$ cat src/include/core_settings.svh
`ifndef CORE_SETTINGS_SVH
`define CORE_SETTINGS_SVH

// Core word width in bits.
`define CORE_XLEN 64

`define CORE_PC_INIT 64'h0  // First fetch address.

`define CORE_INST_LEN 4     // Bytes per instruction.

// Memory depths as log2 of words.
`define CORE_IMEM_AW 8      // Instruction words.
`define CORE_DMEM_AW 8      // Doublewords.

`endif

$ cat src/design/core_pkg.sv
`default_nettype none

`include "core_settings.svh"

package core_pkg;

  typedef logic [`CORE_XLEN-1:0] xlen_t;
  typedef logic [31:0] inst_t;
  typedef logic [4:0] reg_idx_t;

  typedef enum logic [3:0] {
    ALU_ADD,
    ALU_SUB,
    ALU_AND,
    ALU_OR,
    ALU_XOR,
    ALU_SLT,
    ALU_SLTU,
    ALU_SLL,
    ALU_SRL,
    ALU_SRA,
    ALU_COPY_B  // Passes b through, for LUI.
  } alu_op_e;

  typedef enum logic [2:0] {IMM_I, IMM_S, IMM_B, IMM_U, IMM_J} imm_kind_e;

  typedef enum logic {A_RS1, A_PC} alu_a_sel_e;
  typedef enum logic {B_RS2, B_IMM} alu_b_sel_e;
  typedef enum logic [1:0] {WB_ALU, WB_MEM, WB_SNPC} wb_sel_e;

  typedef struct packed {
    imm_kind_e  imm_kind;
    alu_op_e    alu_op;
    alu_a_sel_e alu_a_sel;
    alu_b_sel_e alu_b_sel;
    wb_sel_e    wb_sel;
    logic       reg_wen;
    logic       mem_wen;
    logic       mem_ren;
    logic       pc_from_alu;  // Jumps and taken branches.
    logic       halt;
    logic       illegal;
  } ctrl_t;

  typedef struct packed {
    xlen_t    pc;
    inst_t    inst;
    logic     rd_wen;
    reg_idx_t rd;
    xlen_t    rd_data;
  } retire_t;

endpackage

`default_nettype wire

$ cat src/design/imm_gen.sv
`default_nettype none

`include "core_settings.svh"

module imm_gen (
  input  core_pkg::inst_t     inst,
  input  core_pkg::imm_kind_e kind,
  output core_pkg::xlen_t     imm
);
  import core_pkg::*;

  logic sign;

  assign sign = inst[31];

  always_comb begin
    case (kind)
      IMM_I: imm = {{(`CORE_XLEN-12){sign}}, inst[31:20]};
      IMM_S: imm = {{(`CORE_XLEN-12){sign}}, inst[31:25], inst[11:7]};
      IMM_B: begin
        imm = {{(`CORE_XLEN-13){sign}}, inst[31], inst[7], inst[30:25],
               inst[11:8], 1'b0};  // Halfword offset.
      end
      IMM_U: imm = {{(`CORE_XLEN-32){sign}}, inst[31:12], 12'b0};
      IMM_J: begin
        imm = {{(`CORE_XLEN-21){sign}}, inst[31], inst[19:12], inst[20],
               inst[30:21], 1'b0};
      end
      default: imm = '0;
    endcase
  end

endmodule

`default_nettype wire

$ cat config.mk
export PLATFORM = sky130hd
export DESIGN_NAME = imm_gen
export DESIGN_NICKNAME = d
export VERILOG_FILES = /design/src/design/core_pkg.sv /design/src/design/imm_gen.sv
export VERILOG_INCLUDE_DIRS = /design/src /design/src/include
export SDC_FILE = /design/constraint.sdc
export NUM_CORES = 1
export LEC_CHECK = 0
export BUFFER_PORTS_ARGS = -buffer_cell sky130_fd_sc_hd__buf_2
export CORE_ASPECT_RATIO = 1.2
export CORE_MARGIN = 2
export CORE_UTILIZATION = 31
export DETAILED_ROUTE_END_ITERATION = 10
export PLACE_DENSITY = 0.89
export SKIP_LAST_GASP = 1
export SYNTH_ARGS = -nofsm -noshare
export SYNTH_HDL_FRONTEND = slang
export SYNTH_SLANG_ARGS = --single-unit
$ cat constraint.sdc
create_clock -name vclk -period 1.4
set_clock_uncertainty 0.2 [all_clocks]
set_input_delay 0.07 -clock vclk [all_inputs]
set_output_delay 0.07 -clock vclk [all_outputs]
set_load 0.05 [all_outputs]
* Yosys cells after proc, flatten, opt, wreduce, memory -nomap -nowiden *
Index checks and enable logic that the tools add are counted.

storage, ports and cells
  register bits after elaboration = 0
  input bits = 35
  output and inout port bits = 64
  logic and storage cells = 6

operators by class
  equal/unequal tests = 4
  multiplexer cells = 1
  reductions and logical operators = 1

operator list
  cell                                            number
  one-hot mux 64 bit (5 select lines)             1
  == test 3 x 2 -> 1 bit (second input constant)  2
  == test 3 x 1 -> 1 bit (second input constant)  1
  == test 3 bit (second input constant)           1
  logical NOT 3 bit                               1

* Longest topological paths before layout *
  word-level depth = 2
  mapped depth = 5
  mapped depth without buffers = 3

* Least setup slack after synthesis *
Ideal clock, no wire load.

  path type = input to output
  from = input port kind[0]
  to = output port imm[32]
  arrival time = 1.671 ns
  data required time = 1.130 ns
  path slack = -0.541 ns
  stages on the path = 4
  buffers on the path = 2
  cells stage by stage = buf_2 -> o21ai_0 -> and2_1 -> buf_4

on the way
  cells in the longest elaborated chain, start to end = 2
  elaborated cells between the ends (all ways) = 6
  those cells by class = 4 x eq/ne; 1 x mux; 1 x reduce/logical

ends and longest elaborated chain
  what                                     RTL line       RTL
  start: declaration                       imm_gen.sv:7   input core_pkg::imm_kind_e kind,
  == test 3 bit (tied with other cells)    imm_gen.sv:17  case (kind)
  one-hot mux 64 bit (5 select lines) (*)  imm_gen.sv:17
  end: declaration                         imm_gen.sv:8   output core_pkg::xlen_t imm

Every way passes the cells marked *; elsewhere a longest branch is shown, timed or not.

* Worst setup path after layout *
  from = input port kind[0]
  to = output port imm[27]

Same word-level chain as after synthesis.

==> results by group <==
Status
  • Run status: completed

STA
  • Final Cycle Share: 0.9680
  • Rel. slew slack: 0.7817
  • Fmax achieved: 0.7379 GHz
  • Min cycle time layout: 1.355 ns
  • Hold violation count in the final report: 0
  • RSZ-0062 raised after global routing: yes
  • Fin. max-slew vios: 0
  • # setup viols final: 0
  • Worst-Margin Slew: 0.3275 ns

Yosys
  • Top post-synthesis cells by area: buf_4 (31%), a21oi_1 (11%), nand2_1 (11%)
  • Syn Area/Cell: 6.196 µm²
  • Post-synthesis cell count: 126
  • Synth top area share: 0.3077
  • Sequential area share after synthesis: 0
  • Syn_nets: 161
  • Cell variety after synth: 21
  • Leading area contributor after synthesis: buf_4
  • Post-Syn Area: 780.7 µm²
  • Synth warn: 0

Die
  • Initial core utilization: 0.3351
  • DIE HEIGHT: 58.98 µm
  • Die X: 49.81 µm
  • Core footprint: 2330 µm²
  • Rows: 19
  • Die ar.: 2938 µm²
  • Top Ports: 99

Clock network
  • # hold bufs at CTS: 0
  • Post-CTS Setup Bufs: 0

Setup path
  • Worst path required time: 1.13 ns
  • Crit path max fanout: 12
  • WP data arrival: 1.09 ns
  • CP Class: input pin to primary output
  • Worst Setup End Kind: primary output
  • Critical path launch point type: input pin

Final layout
  • Sequential cell count: 0
  • Final nets: 225
  • CLK BUF: 0
  • Commonest non-fill, non-tap cell in the layout: buf_2
  • Cell area after layout: 1269 µm²
  • Most frequent cells in the layout: buf_2 (64), buf_4 (26), a21oi_1 (17), clkbuf_4 (14)
  • Layout-stage area growth over the synthesis result: 62.50%
  • Register area: 0 µm²
  • Layout cells sized above 1: 0.7234
  • # diodes: 0
  • Final Core Density: 0.5446

Placement
  • Global placement routability congestion: 0.7020
  • Dpl cell area: 1195 µm²
  • IO buf count: 92
  • Dpl hpwl: 1970 µm

Global route
  • First-pass GRT wire length: 3346 µm
  • Vias in the first global route: 786
  • Total GRT Usage: 0.1360
  • Largest net degree at the start of global routing: 34
  • Initial antenna violation count: 0
  • Grt ovf: 0

Power
  • Worst VDD drop: 0.3904 mV
  • Power density over cell area: 727.3 nW/µm²
  • Pleak: 0.7195 nW

Detailed routing
  • Post-route DRC violation count: 0
  • Initial DRC count: 13
  • Via Count: 1,032
  • Routed Antenna Nets: 0
  • Routed WL: 2408 µm
  • Number of vias per cell: 4.712
  • Drt wl/cell: 11.00 µm
  • Drt first pass iters: 4

Flow run
  • Maxcap violations: 0

Worst hold path
  • Worst min path class: input pin to primary output
## area by class of cell
class | count | area, µm²
fillers | 249 | 1061
repair buffers | 105 | 631.9
multi-input cells | 78 | 579.3
well taps | 31 | 38.79
inverters | 5 | 18.77
## path summary, 6_finish.rpt
kind | slack [ns] | from | end | cells past startpoint
setup / recovery | 0.04 | kind[0] | imm[27] | 5
hold / removal | 0.29 | inst[26] | imm[26] | 4
## cells in the mapped netlist, drive strengths merged
cell	number
o32ai	1
o22ai	12
mux2i	1
and2	2
mux2	4
inv	5
nand2	22
nand2b	6
o21ai	1
clkbuf	4
buf	39
maj3	1
and2b	2
and3b	1
nor2b	7
nor3	1
a21oi	17
## through the flow
stage / worst slack, ns / power [mW] / TNS (ns) / hold slack [ns] / cells
final: 0.04486 / 0.9228 / 0 / 0.2881 / 219
after detailed placement: -0.01336 / 0.8860 / -0.03876 / 0.3319 / 219
after CTS: 0.002239 / 0.8909 / 0 / 0.3047 / 219
after global routing: -0.009654 / 0.9614 / -0.1090 / 0.3330 / 219
after floorplan: -0.1243 / 0.7676 / -0.5453 / 0.1646 / 126
after global placement: -0.0001231 / 0.8731 / -0.0001231 / 0.3217 / 219
## cell families (layout without fill, tap and decap cells)
group	Yosys count	in the layout	share of synthesized area
AOI/OAI and AO/OA	31	31	0.2227
adders and majority gates	1	1	0.01442
buffers and inverters	48	110	0.4199
muxes	5	5	0.07051
and+or+nand+nor	41	41	0.2724
## per-layer routing
layer / wire (µm) / global-route usage
met5: 0 / 0
met4: 27 / 0
met3: 215 / 0.005051
met2: 1336 / 0.2933
met1: 830 / 0.1528
## worst max-delay path, cell delays in order
cell and delay, ns:
buf_2 0.17, maj3_2 0.32, nand2b_4 0.22, nand2_2 0.08, clkbuf_4 0.22
## where the power goes
group / internal [mW] / switching (mW) / total (mW)
clock network: 0 / 0 / 0
logic: 0.258 / 0.665 / 0.923
registers: 0 / 0 / 0
## timing repair
action	CTS	global route
endpoints found under the setup margin	3	59
pin swaps	0	0
resized for setup	3	37
Power figures use the tool's default switching activity.
