===== src/include/core_settings.svh =====
`ifndef CORE_SETTINGS_SVH
`define CORE_SETTINGS_SVH

// Core word width in bits.
`define CORE_XLEN 64

`define CORE_PC_INIT 64'h0  // First fetch address.

`define CORE_INST_LEN 4     // Bytes per instruction.

// Memory depths as log2 of words.
`define CORE_IMEM_AW 8      // Instruction words.
`define CORE_DMEM_AW 8      // Doublewords.

`endif


===== src/design/core_pkg.sv =====
`default_nettype none

`include "core_settings.svh"

package core_pkg;

  typedef logic [`CORE_XLEN-1:0] xlen_t;
  typedef logic [31:0] inst_t;
  typedef logic [4:0] reg_idx_t;

  typedef enum logic [3:0] {
    ALU_ADD,
    ALU_SUB,
    ALU_AND,
    ALU_OR,
    ALU_XOR,
    ALU_SLT,
    ALU_SLTU,
    ALU_SLL,
    ALU_SRL,
    ALU_SRA,
    ALU_COPY_B  // Passes b through, for LUI.
  } alu_op_e;

  typedef enum logic [2:0] {IMM_I, IMM_S, IMM_B, IMM_U, IMM_J} imm_kind_e;

  typedef enum logic {A_RS1, A_PC} alu_a_sel_e;
  typedef enum logic {B_RS2, B_IMM} alu_b_sel_e;
  typedef enum logic [1:0] {WB_ALU, WB_MEM, WB_SNPC} wb_sel_e;

  typedef struct packed {
    imm_kind_e  imm_kind;
    alu_op_e    alu_op;
    alu_a_sel_e alu_a_sel;
    alu_b_sel_e alu_b_sel;
    wb_sel_e    wb_sel;
    logic       reg_wen;
    logic       mem_wen;
    logic       mem_ren;
    logic       pc_from_alu;  // Jumps and taken branches.
    logic       halt;
    logic       illegal;
  } ctrl_t;

  typedef struct packed {
    xlen_t    pc;
    inst_t    inst;
    logic     rd_wen;
    reg_idx_t rd;
    xlen_t    rd_data;
  } retire_t;

endpackage

`default_nettype wire


===== src/design/control.sv =====
`default_nettype none

module control (
  input  core_pkg::inst_t inst,
  input  core_pkg::xlen_t rs1_data,
  input  core_pkg::xlen_t rs2_data,
  output core_pkg::ctrl_t ctrl
);
  import core_pkg::*;

  localparam logic [6:0] OPC_LUI    = 7'b0110111;
  localparam logic [6:0] OPC_AUIPC  = 7'b0010111;
  localparam logic [6:0] OPC_JAL    = 7'b1101111;
  localparam logic [6:0] OPC_JALR   = 7'b1100111;
  localparam logic [6:0] OPC_BRANCH = 7'b1100011;
  localparam logic [6:0] OPC_LOAD   = 7'b0000011;
  localparam logic [6:0] OPC_STORE  = 7'b0100011;
  localparam logic [6:0] OPC_OP_IMM = 7'b0010011;
  localparam logic [6:0] OPC_OP     = 7'b0110011;
  localparam inst_t      INST_EBREAK = 32'h0010_0073;

  logic [6:0] opcode;
  logic [2:0] funct3;
  logic [6:0] funct7;
  logic       eq, lt, ltu, taken;

  assign opcode = inst[6:0];
  assign funct3 = inst[14:12];
  assign funct7 = inst[31:25];

  assign eq  = (rs1_data == rs2_data);
  assign lt  = ($signed(rs1_data) < $signed(rs2_data));
  assign ltu = (rs1_data < rs2_data);

  always_comb begin
    case (funct3)
      3'b000:  taken = eq;   // BEQ.
      3'b001:  taken = !eq;  // BNE.
      3'b100:  taken = lt;
      3'b101:  taken = !lt;
      3'b110:  taken = ltu;
      3'b111:  taken = !ltu;
      default: taken = 1'b0;
    endcase
  end

  function automatic alu_op_e arith_op(input logic [2:0] f3, input logic alt);
    alu_op_e op;
    case (f3)
      3'b000:  op = alt ? ALU_SUB : ALU_ADD;
      3'b001:  op = ALU_SLL;
      3'b010:  op = ALU_SLT;
      3'b011:  op = ALU_SLTU;
      3'b100:  op = ALU_XOR;
      3'b101:  op = alt ? ALU_SRA : ALU_SRL;
      3'b110:  op = ALU_OR;
      default: op = ALU_AND;
    endcase
    return op;
  endfunction

  always_comb begin
    ctrl = '0;  // ADD on rs1 and rs2, no side effects.
    case (opcode)
      OPC_LUI: begin
        ctrl.imm_kind  = IMM_U;
        ctrl.alu_op    = ALU_COPY_B;
        ctrl.alu_b_sel = B_IMM;
        ctrl.reg_wen   = 1'b1;
      end
      OPC_AUIPC: begin
        ctrl.imm_kind  = IMM_U;
        ctrl.alu_a_sel = A_PC;
        ctrl.alu_b_sel = B_IMM;
        ctrl.reg_wen   = 1'b1;
      end
      OPC_JAL: begin
        ctrl.imm_kind    = IMM_J;
        ctrl.alu_a_sel   = A_PC;
        ctrl.alu_b_sel   = B_IMM;
        ctrl.wb_sel      = WB_SNPC;
        ctrl.reg_wen     = 1'b1;
        ctrl.pc_from_alu = 1'b1;
      end
      OPC_JALR: begin
        ctrl.imm_kind    = IMM_I;
        ctrl.alu_b_sel   = B_IMM;
        ctrl.wb_sel      = WB_SNPC;
        ctrl.reg_wen     = 1'b1;
        ctrl.pc_from_alu = 1'b1;
        ctrl.illegal     = (funct3 != 3'b000);
      end
      OPC_BRANCH: begin
        ctrl.imm_kind    = IMM_B;
        ctrl.alu_a_sel   = A_PC;
        ctrl.alu_b_sel   = B_IMM;
        ctrl.pc_from_alu = taken;
        ctrl.illegal     = (funct3[2:1] == 2'b01);  // No branch at 010, 011.
      end
      OPC_LOAD: begin
        ctrl.imm_kind  = IMM_I;
        ctrl.alu_b_sel = B_IMM;
        ctrl.wb_sel    = WB_MEM;
        ctrl.mem_ren   = 1'b1;
        ctrl.reg_wen   = 1'b1;
        ctrl.illegal   = (funct3 != 3'b011);  // LD only.
      end
      OPC_STORE: begin
        ctrl.imm_kind  = IMM_S;
        ctrl.alu_b_sel = B_IMM;
        ctrl.mem_wen   = 1'b1;
        ctrl.illegal   = (funct3 != 3'b011);  // SD only.
      end
      OPC_OP_IMM: begin
        ctrl.imm_kind  = IMM_I;
        ctrl.alu_b_sel = B_IMM;
        ctrl.alu_op    = arith_op(funct3, (funct3 == 3'b101) && inst[30]);
        ctrl.reg_wen   = 1'b1;
        if (funct3 == 3'b001) begin
          ctrl.illegal = (inst[31:26] != 6'b000000);
        end else if (funct3 == 3'b101) begin
          ctrl.illegal = (inst[31:26] != 6'b000000) && (inst[31:26] != 6'b010000);
        end
      end
      OPC_OP: begin
        ctrl.alu_op  = arith_op(funct3, funct7[5]);
        ctrl.reg_wen = 1'b1;
        ctrl.illegal = !((funct7 == 7'b0000000) ||
                         ((funct7 == 7'b0100000) && (funct3 == 3'b000 || funct3 == 3'b101)));
      end
      default: begin
        ctrl.halt    = (inst == INST_EBREAK);
        ctrl.illegal = (inst != INST_EBREAK);
      end
    endcase

    // An unknown encoding halts like EBREAK and changes no state.
    if (ctrl.illegal) begin
      ctrl.reg_wen     = 1'b0;
      ctrl.mem_wen     = 1'b0;
      ctrl.mem_ren     = 1'b0;
      ctrl.pc_from_alu = 1'b0;
      ctrl.halt        = 1'b1;
    end
  end

endmodule

`default_nettype wire


===== config.mk =====
export PLATFORM = sky130hd
export DESIGN_NAME = control
export DESIGN_NICKNAME = d
export VERILOG_FILES = /design/src/design/core_pkg.sv /design/src/design/control.sv
export VERILOG_INCLUDE_DIRS = /design/src /design/src/include
export SDC_FILE = /design/constraint.sdc
export NUM_CORES = 1
export LEC_CHECK = 0
export ABC_AREA = 1
export BUFFER_PORTS_ARGS = -buffer_cell sky130_fd_sc_hd__buf_2
export CAP_MARGIN = 30
export CELL_PAD_IN_SITES_DETAIL_PLACEMENT = 1
export CELL_PAD_IN_SITES_GLOBAL_PLACEMENT = 2
export CORE_MARGIN = 8
export CORE_UTILIZATION = 20
export DETAILED_ROUTE_END_ITERATION = 12
export PLACE_DENSITY_LB_ADDON = 0.1
export SLEW_MARGIN = 0
export SYNTH_ARGS = -nofsm -noshare
export SYNTH_HDL_FRONTEND = slang
export SYNTH_SLANG_ARGS = --single-unit
export TNS_END_PERCENT = 100

===== constraint.sdc =====
create_clock -name vclk -period 3.8
set_input_delay 0.38 -clock vclk [all_inputs]
set_output_delay 0.38 -clock vclk [all_outputs]
set_load 0.05 [all_outputs]

======== Word-level counts from Yosys, hierarchy flattened ========
Cells that the tools add are included.
storage, ports and cells
  flip-flop bits (word level) ............. 0
  output and inout bits ................... 17
  memories ................................ 0
  logic and storage cells ................. 67
  memory bits (writable) .................. 0
  bits in latches ......................... 0
  ROM bits ................................ 0
cells by class
  bitwise logic cells ..................... 0
  shifts and indexed selects .............. 0
  div/mod/pow operators ................... 0
  add/sub/neg operators ................... 0
  reduce and logical (&&, ||, !) cells .... 21
  multipliers ............................. 0
  order comparisons ....................... 2
  equal/unequal tests ..................... 23
  muxes and demuxes ....................... 21
operator list
  kind                    count
  $lt A64 B64 Y1          2
  $eq A64 B64 Y1          1
  $pmux W4 S7             2
  $eq A32 B21 Y1 const B  1
  $ne A32 B21 Y1 const B  1
  $eq A7 B6 Y1 const B    4
  $eq A7 B7 Y1 const B    3
  $eq A7 B5 Y1 const B    2
  $eq A3 B3 Y1 const B    4
  $mux W1                 12
  $pmux W1 S6             2
  $pmux W3 S4             1
  $pmux W4 S3             1
  $reduce_or A9 Y1        1
  $reduce_or A8 Y1        1
  $eq A7 B2 Y1 const B    1
  $logic_not A7 Y1        1
  $reduce_or A7 Y1        1
  $eq A3 B2 Y1 const B    2
  $ne A6 B5 Y1 const B    1
  $reduce_bool A6 Y1      1
  $reduce_or A2 Y1        3
  $reduce_or A3 Y1        2
  $mux W5                 1
  other kinds (10)        16

======== Depth between registers and ports, before layout ========
Gate-level depths: netlist (run 1).
  depth in word-level cells ............... 7
  mapped depth ............................ 20
  depth with buffers taken out ............ 20

======== Least setup slack after synthesis (run 1) ========
Ideal clock, no wire load.
  path kind ............................... input to output
  start point ............................. in inst[1]
  end point ............................... out ctrl[5] (netlist bit)
  stages .................................. 8
  buffers on the path ..................... 0
  setup slack ............................. 0.315 ns
  required time ........................... 3.420 ns
  data arrival time ....................... 3.105 ns
  cells stage by stage .................... nand2_2 -> nor3_4 -> inv_2 -> nor2_2 -> inv_2 -> nor3_1 -> inv_1 -> a31oi_1
RTL lines
  element          line          RTL
  start, declared  control.sv:4  input core_pkg::inst_t inst,
  end, declared    control.sv:7  output core_pkg::ctrl_t ctrl

==> flow_summary.toml, run 1 <==
[run_status]
status = "finished clean"

[layout]
synthToLayoutAreaGrowth_pct = 47.0
seq_cells = 0
drive_above_1_share_pct = 36.4
nets = 783
fin_util_pct = 29.7
n_antenna_cell = 0
clkbuf_count = 0
ff_latch_area_sq_um = 0

[job]
cap_violations = 0

[synthesis]
syn_area_sq_um = 2270
synth_cell_type_count = 35
syn_avg_cell_area_sq_um = 5.96
synth_area_leaders = "ha_1 35%, inv_1 15%, nand2_1 14%, a21oi_1 7.3%, nor2_1 6.3%"
synth_area_leader_cell = "ha_1"
synth_warnings = 0
yosysSeqAreaShare_pct = 0
synth_fp_nets = 604
synth.top_cell.area_share_pct = 35.3
syn_inst = 380

[die]
rows = 39
die_area_sq_um = 15000
dieWidth_microns = 122
coreArea_sq_um = 11200
pin_count = 177
start_util_pct = 20.2
dieHeight_microns = 122

[worst_setup_path]
cpMaxStageDelayCell = "ha_1"
critical_path.top_delay_family = "compound AO/OA/AOI/OAI gates"
arrival_ns = 2.41
crit_fanout = 6
cp-start-kind = "input port"
cp.required_ns = 3.42
worst_path_largest_cell_delay_ns = 0.36
path_cells = "buf_2 > ha_1 > a21oi_1 > o21ai_1 > nor2_1 > nand2_1 > a21oi_1 > nand2_1 > nand2_1 > nand3_2 > nand3_1 > nand2_1 > a21oi_2 > buf_2"
critPathKind = "in2out"
cp.buffers_inverters = 2
crit_top_cell = "nand2_1"
critPathCaptureType = "output port"

[sta]
tightest_slew_ns = 0.382
post-route-period-util_pct = 73.4
fin_crit_ns = 2.79
max_slew_margin_pct = 74.5
finalSetupTns_ns = 0
fmax_ghz = 0.359
setup_viol = 0
hold_viol = 0
rsz0062_at_grt = "no"
drv_slew = 0

[hold_path]
min_path_type = "in2out"

[placement]
dp_hpwl_microns = 8300
io_buffers = 177
gp_congestion = 0.751

[global_routing]
overflow = 0
grt_usage_pct = 10.6
grt_pass1_wl_microns = 13700
grt_max_degree = 8
antenna_found_initial = 0
grt_pass1_vias = 3161

[power]
clock_power_share_pct = 0
powerDensity_nw_per_um2 = 86.4
seq_power_share_pct = 0
p_sw_share_pct = 52.1
power_frac_comb_pct = 100.0
switchingPower_uw = 150
p_leak_nw = 2.12
worst_ir_drop_vdd_v = 0.0000279
p_int_uw = 138

[drt]
drt_iter0_drc = 30
post-route-drc-count = 0
post_drt_wl_per_cell_microns = 12.1
vias = 2944
drtPass1Iterations = 4
drt-total-wl_microns = 8500
vias_per_cell = 4.21
ant_nets = 0

[clocking]
cts_hold_repair.buffers = 0
post_cts_buffers = 0
ctsResizeCount = 0
power groups by stage:
| stage | Sequential [mW] | Clock (mW) | Combinational [mW] |
|---|---|---|---|
| after global routing | 0 | 0 | 0.339 |
| after global placement | 0 | 0 | 0.288 |
| after detailed placement | 0 | 0 | 0.296 |
| after CTS | 0 | 0 | 0.298 |
| after floorplan | 0 | 0 | 0.163 |
| final | 0 | 0 | 0.288 |
stage by stage:
stage	cell area [sq um]	worst slack [ns]	cells	hold WS (ns)	total power, mW
floorplan	2270	0.315	380	0.946	0.163
CTS	3330	0.925	700	1.17	0.298
global route	3330	0.658	700	1.19	0.339
finish	3330	1.01	700	1.16	0.288
global placement	3330	0.992	700	1.16	0.288
detailed placement	3330	0.930	700	1.16	0.296
kinds of logic (layout without fill, tap and decap cells):
| kind of cell | after synthesis | after routing | synth area share, % |
|---|---|---|---|
| buf+inv | 96 | 273 | 16.0 |
| compound gates | 60 | 60 | 16.0 |
| fa+ha+maj | 64 | 64 | 35.3 |
| simple gates | 160 | 160 | 32.7 |
layout by cell type (no fill, tap or decap), drive strengths merged:
cell type / instances
a211oi: 1
a21o: 1
a21oi: 36
a221o: 1
a31oi: 1
buf: 177
clkinv: 1
ha: 64
inv: 95
nand2: 86
nand3: 10
nand3b: 1
nand4: 9
nor2: 40
nor2b: 1
nor3: 7
nor4: 6
o21a: 3
o21ai: 12
o21bai: 1
o221ai: 1
o22ai: 1
o31ai: 1
o32ai: 1
worst min-delay path, cell delays in order:
cell and delay [ns]:
buf_2 0.13, nor3_1 0.07, buf_2 0.20
cell usage after synthesis:
| cell | count |
|---|---|
| nor4_1 | 5 |
| nand3b_1 | 1 |
| o21ai_2 | 1 |
| a31oi_1 | 1 |
| nor4_2 | 1 |
| nand4_1 | 9 |
| a21o_1 | 1 |
| o21ai_1 | 4 |
| nand3_2 | 1 |
| a211oi_1 | 1 |
| nor2_1 | 38 |
| nor2b_4 | 1 |
| nor3_2 | 3 |
| nand3_1 | 9 |
| a21oi_2 | 2 |
| clkinv_2 | 1 |
| a21oi_1 | 33 |
| o32ai_1 | 1 |
| nand2_4 | 1 |
| o21ai_0 | 7 |
| nor3_4 | 2 |
| a221o_1 | 1 |
| o31ai_1 | 1 |
| nor3_1 | 2 |
| ha_1 | 64 |
| nand2_2 | 3 |
| a21oi_4 | 1 |
| o22ai_2 | 1 |
| nand2_1 | 82 |
| inv_2 | 6 |
| o21bai_1 | 1 |
| inv_1 | 89 |
| o221ai_1 | 1 |
| nor2_2 | 2 |
| o21a_1 | 3 |
routing by layer:
| layer | vias up | track usage [%] | wire (microns) |
|---|---|---|---|
| li1 | 1581 | - | - |
| met1 | 1277 | 12.6 | 3520 |
| met2 | 86 | 20.4 | 4360 |
| met3 | 0 | 1.93 | 622 |
| met4 | 0 | 0 | 0 |
| met5 | - | 0 | 0 |
final timing paths:
check	start	to	cells after the start
setup / recovery	rs1_data[63]	ctrl[2]	14
hold / removal	inst[5]	ctrl[6]	3
final cells by class:
type	instances	area [sq um]
Fill cell	1544	7890
Timing Repair Buffer	177	886
Tap cell	143	179
Multi-Input combinational cell	284	1900
Inverter	96	362
Power figures use the tool's default switching activity.
==> run 2: changes to the inputs <==
--- a/config.mk
+++ b/config.mk
@@ -12,7 +12,7 @@
 export CELL_PAD_IN_SITES_DETAIL_PLACEMENT = 1
 export CELL_PAD_IN_SITES_GLOBAL_PLACEMENT = 2
 export CORE_MARGIN = 8
-export CORE_UTILIZATION = 20
+export CORE_UTILIZATION = 19
 export DETAILED_ROUTE_END_ITERATION = 12
 export PLACE_DENSITY_LB_ADDON = 0.1
 export SLEW_MARGIN = 0
==> constraint.sdc (replaced) <==
create_clock -name vclk -period 2.86
set_input_delay 0.286 -clock vclk [all_inputs]
set_output_delay 0.286 -clock vclk [all_outputs]
set_load 0.05 [all_outputs]
==> flow_summary.toml, run 2 (synthesis results as in run 1) <==
[sta]
finalSetupTns_ns = 0
layout_setup_ws_ns = 0.325
rsz0062_at_grt = "no"
post-route-period-util_pct = 88.7
drv_slew = 0
holdWs_ns = 0.987
fin_crit_ns = 2.54
fmax_ghz = 0.394
tightest_slew_ns = 0.324
max_slew_margin_pct = 78.2
hold_viol = 0
setup_viol = 0

[worst_setup_path]
cpMaxStageDelayCell = "ha_1"
cp.buffers_inverters = 2
critPathKind = "in2out"
crit_top_cell = "nand2_1"
crit_fanout = 5
critPathCaptureType = "output port"
worst_path_largest_cell_delay_ns = 0.30
arrival_ns = 2.25
cp-start-kind = "input port"
cp.required_ns = 2.57
critical_path.top_delay_family = "compound AO/OA/AOI/OAI gates"
path_cells = "buf_2 > ha_1 > a21oi_1 > o21ai_1 > a21oi_1 > nand2_1 > a21oi_2 > nand2_1 > nand2_1 > nand3_2 > nand3_1 > nand2_1 > a21oi_2 > buf_2"

[die]
rows = 40
start_util_pct = 19.2
coreArea_sq_um = 11800
dieHeight_microns = 125
die_area_sq_um = 15700
dieWidth_microns = 125
pin_count = 177

[global_routing]
overflow = 0
grt_pass1_vias = 3420
grt.met2_usage_pct = 21.4
grt_pass1_wl_microns = 15200
grt_max_degree = 8
met1_usage_pct = 12.3
use_met3_pct = 2.80
antenna_found_initial = 0
top_usage_layer = "met2"
grt_usage_pct = 11.0

[layout]
ff_latch_area_sq_um = 0
synthToLayoutAreaGrowth_pct = 47.6
layout_commonest_cell = "buf_2"
final_cell_area_sq_um = 3340
seq_cells = 0
clkbuf_count = 0
layout_common_cells = "177 x buf_2, 89 x inv_1, 82 x nand2_1"
n_antenna_cell = 0
nets = 783
drive_above_1_share_pct = 36.8

[drt]
vias = 2956
drt_iter0_drc = 38
ant_nets = 0
vias_per_cell = 4.20
post_drt_wl_per_cell_microns = 12.5
drt-total-wl_microns = 8790
post-route-drc-count = 0
drtPass1Iterations = 4

[placement]
gp_congestion = 0.744
dp_slack_ns = 0.173
dpl_cell_area_sq_um = 3340
dp_hpwl_microns = 8510
io_buffers = 177

[clocking]
post_cts_buffers = 0

[hold_path]
holdPathEnd = "ctrl[6]"
min_path_type = "in2out"
min_path_cells = 3
hold_start = "inst[4]"

[power]
powerDensity_nw_per_um2 = 116
p_leak_nw = 2.12
worst_ir_drop_vdd_v = 0.0000311

[job]
cap_violations = 0

[run_status]
status = "finished clean"
==> run 2: changes by cell type in the layout (fill, tap and decap cells not counted) <==
cell	previous run	this run
a21oi_2	2	3
a21oi_1	33	32
nor3_1	2	1
nor3_2	3	4
==> run 2: final cells by class <==
type                       count  area (sq um)
timing repair buffer         177           886
inverter                      96           362
multi-input combinational    284          1910
tap                          147           184
fill                        1612          8470
==> run 2: how the worst max path moves through the flow <==
stage,from,slack [ns],depth (start not counted),endpoint
final,rs1_data[43],0.32,14,ctrl[2]
after global routing,rs2_data[63],0.04,16,ctrl[2]
after CTS,rs1_data[47],0.15,14,ctrl[2]
after detailed placement,rs1_data[45],0.17,14,ctrl[2]
after global placement,rs1_data[47],0.25,14,ctrl[2]
after floorplan,inst[1],0.05,8,ctrl[5]
==> run 2: routing by layer <==
metal	wire length [microns]	vias to the layer above	part of all wire (%)
met3	663	2	7.5
met1	3710	1277	42
met2	4390	91	50
met4	27	0	0.31
li1	-	1586	-
met5	0	-	0
==> run 2: where the power goes <==
group          total, mW  switching (mW)  internal, mW
combinational      0.388           0.204         0.184
sequential             0               0             0
clock                  0               0             0
total              0.388           0.204         0.184
==> run 2: stage by stage <==
step,power (mW),utilization [%],std cells
2_1_floorplan,0.216,-,380
3_3_place_gp,0.387,28.3,704
3_5_place_dp,0.396,28.3,704
4_1_cts,0.399,28.3,704
5_1_grt,0.459,28.3,704
6_report,0.388,28.3,704
==> run 2: what timing repair did <==
item                                    CTS  global route
gates resized for setup                   0             1
endpoints found under the hold margin     0             0
hold buffers                              0             0
endpoints found under the setup margin    0             1
==> run 3: changes to the inputs <==
--- a/config.mk
+++ b/config.mk
@@ -7,13 +7,13 @@
 export NUM_CORES = 1
 export LEC_CHECK = 0
 export ABC_AREA = 1
-export BUFFER_PORTS_ARGS = -buffer_cell sky130_fd_sc_hd__buf_2
 export CAP_MARGIN = 30
 export CELL_PAD_IN_SITES_DETAIL_PLACEMENT = 1
 export CELL_PAD_IN_SITES_GLOBAL_PLACEMENT = 2
 export CORE_MARGIN = 8
-export CORE_UTILIZATION = 19
+export CORE_UTILIZATION = 33
 export DETAILED_ROUTE_END_ITERATION = 12
+export DONT_BUFFER_PORTS = 1
 export PLACE_DENSITY_LB_ADDON = 0.1
 export SLEW_MARGIN = 0
 export SYNTH_ARGS = -nofsm -noshare
==> constraint.sdc (replaced) <==
create_clock -name vclk -period 2.98
set_input_delay 0.298 -clock vclk [all_inputs]
set_output_delay 0.298 -clock vclk [all_outputs]
set_load 0.05 [all_outputs]
==> flow_summary.toml, run 3 (synthesis results as in run 1) <==
[sta]
fmax_ghz = 0.412
drv_slew = 0
max_slew_margin_pct = 66.2
finalSetupTns_ns = 0
post-route-period-util_pct = 81.4
hold_viol = 0
fin_crit_ns = 2.43
holdWs_ns = 0.796
rsz0062_at_grt = "no"
layout_setup_ws_ns = 0.554
tightest_slew_ns = 0.507
setup_viol = 0

[layout]
layout_commonest_cell = "inv_1"
n_antenna_cell = 0
fin_util_pct = 37.2
drive_above_1_share_pct = 10.9
nets = 620
layout_common_cells = "89 x inv_1, 82 x nand2_1, 64 x ha_1"
synthToLayoutAreaGrowth_pct = 10.4
seq_cells = 0
ff_latch_area_sq_um = 0
clkbuf_count = 0
fin_cells = 474

[worst_setup_path]
crit_fanout = 6
critPathCaptureType = "output port"
arrival_ns = 2.13
cp.required_ns = 2.68
critPathKind = "in2out"
cp-start-kind = "input port"

[die]
coreArea_sq_um = 6720
dieWidth_microns = 98.9
die_area_sq_um = 9770
pin_count = 177
rows = 30
start_util_pct = 33.7
dieHeight_microns = 98.9

[power]
clock_power_share_pct = 0
p_sw_share_pct = 58.6
switchingPower_uw = 150
power_frac_comb_pct = 100.0
worst_ir_drop_vdd_v = 0.0000366
seq_power_share_pct = 0
p_int_uw = 106
p_leak_nw = 1.49
powerDensity_nw_per_um2 = 102

[run_status]
status = "finished clean"

[drt]
post-route-drc-count = 0
drtPass1Iterations = 4
post_drt_wl_per_cell_microns = 14.7
ant_nets = 0
vias_per_cell = 5.10
drt-total-wl_microns = 6980
vias = 2417
drt_iter0_drc = 22

[clocking]
cts_hold_repair.buffers = 0
ctsResizeCount = 0
post_cts_buffers = 0

[global_routing]
grt_usage_pct = 13.6
grt_pass1_vias = 2627
antenna_found_initial = 0
grt_pass1_wl_microns = 11600
overflow = 0
grt_max_degree = 8
met1_usage_pct = 14.7
grt.met2_usage_pct = 26.1
top_usage_layer = "met2"
use_met3_pct = 4.30

[placement]
gp_congestion = 0.805
dp_slack_ns = 0.518
dp_hpwl_microns = 6750
placedCellCount = 474
io_buffers = 0

[job]
cap_violations = 0

[hold_path]
min_path_type = "in2out"
run 3: critical path: stages:
cell and delay, ns:
inv_1 0.02, ha_1 0.34, a21oi_1 0.17, o21ai_1 0.08
nor2_1 0.10, nand2_1 0.06, a21oi_1 0.31, nand2_1 0.12
nand2_1 0.09, nand3_2 0.06, nand3_1 0.09, nand2_1 0.06
a21oi_2 0.12, buf_4 0.21
run 3: power by group through the flow:
stage / sequential, mW / clock, mW / combinational (mW)
floorplan: 0 / 0 / 0.208
global placement: 0 / 0 / 0.252
detailed placement: 0 / 0 / 0.261
CTS: 0 / 0 / 0.263
global route: 0 / 0 / 0.308
finish: 0 / 0 / 0.255
run 3: through the flow:
stage / power (mW) / cell area [sq um]
after floorplan: 0.208 / 2270
after global placement: 0.252 / 2500
after detailed placement: 0.261 / 2500
after CTS: 0.263 / 2500
after global routing: 0.308 / 2500
final: 0.255 / 2500
run 3: final cells by class:
cell class | count | area, sq um
well taps | 80 | 100
inverters | 96 | 362
fillers | 936 | 4220
multi-input cells | 284 | 1920
repair buffers | 14 | 118
run 3: path summary, 6_finish.rpt:
check | startpoint | to | slack (ns) | cells after the start
setup / recovery | rs2_data[63] | ctrl[2] | 0.55 | 14
hold / removal | inst[4] | ctrl[6] | 0.80 | 2
run 3: routing by layer:
layer	part of all wire, %	vias up
met5	0	-
met4	0.56	0
met3	9.6	4
met2	51	86
met1	38	1069
li1	-	1258
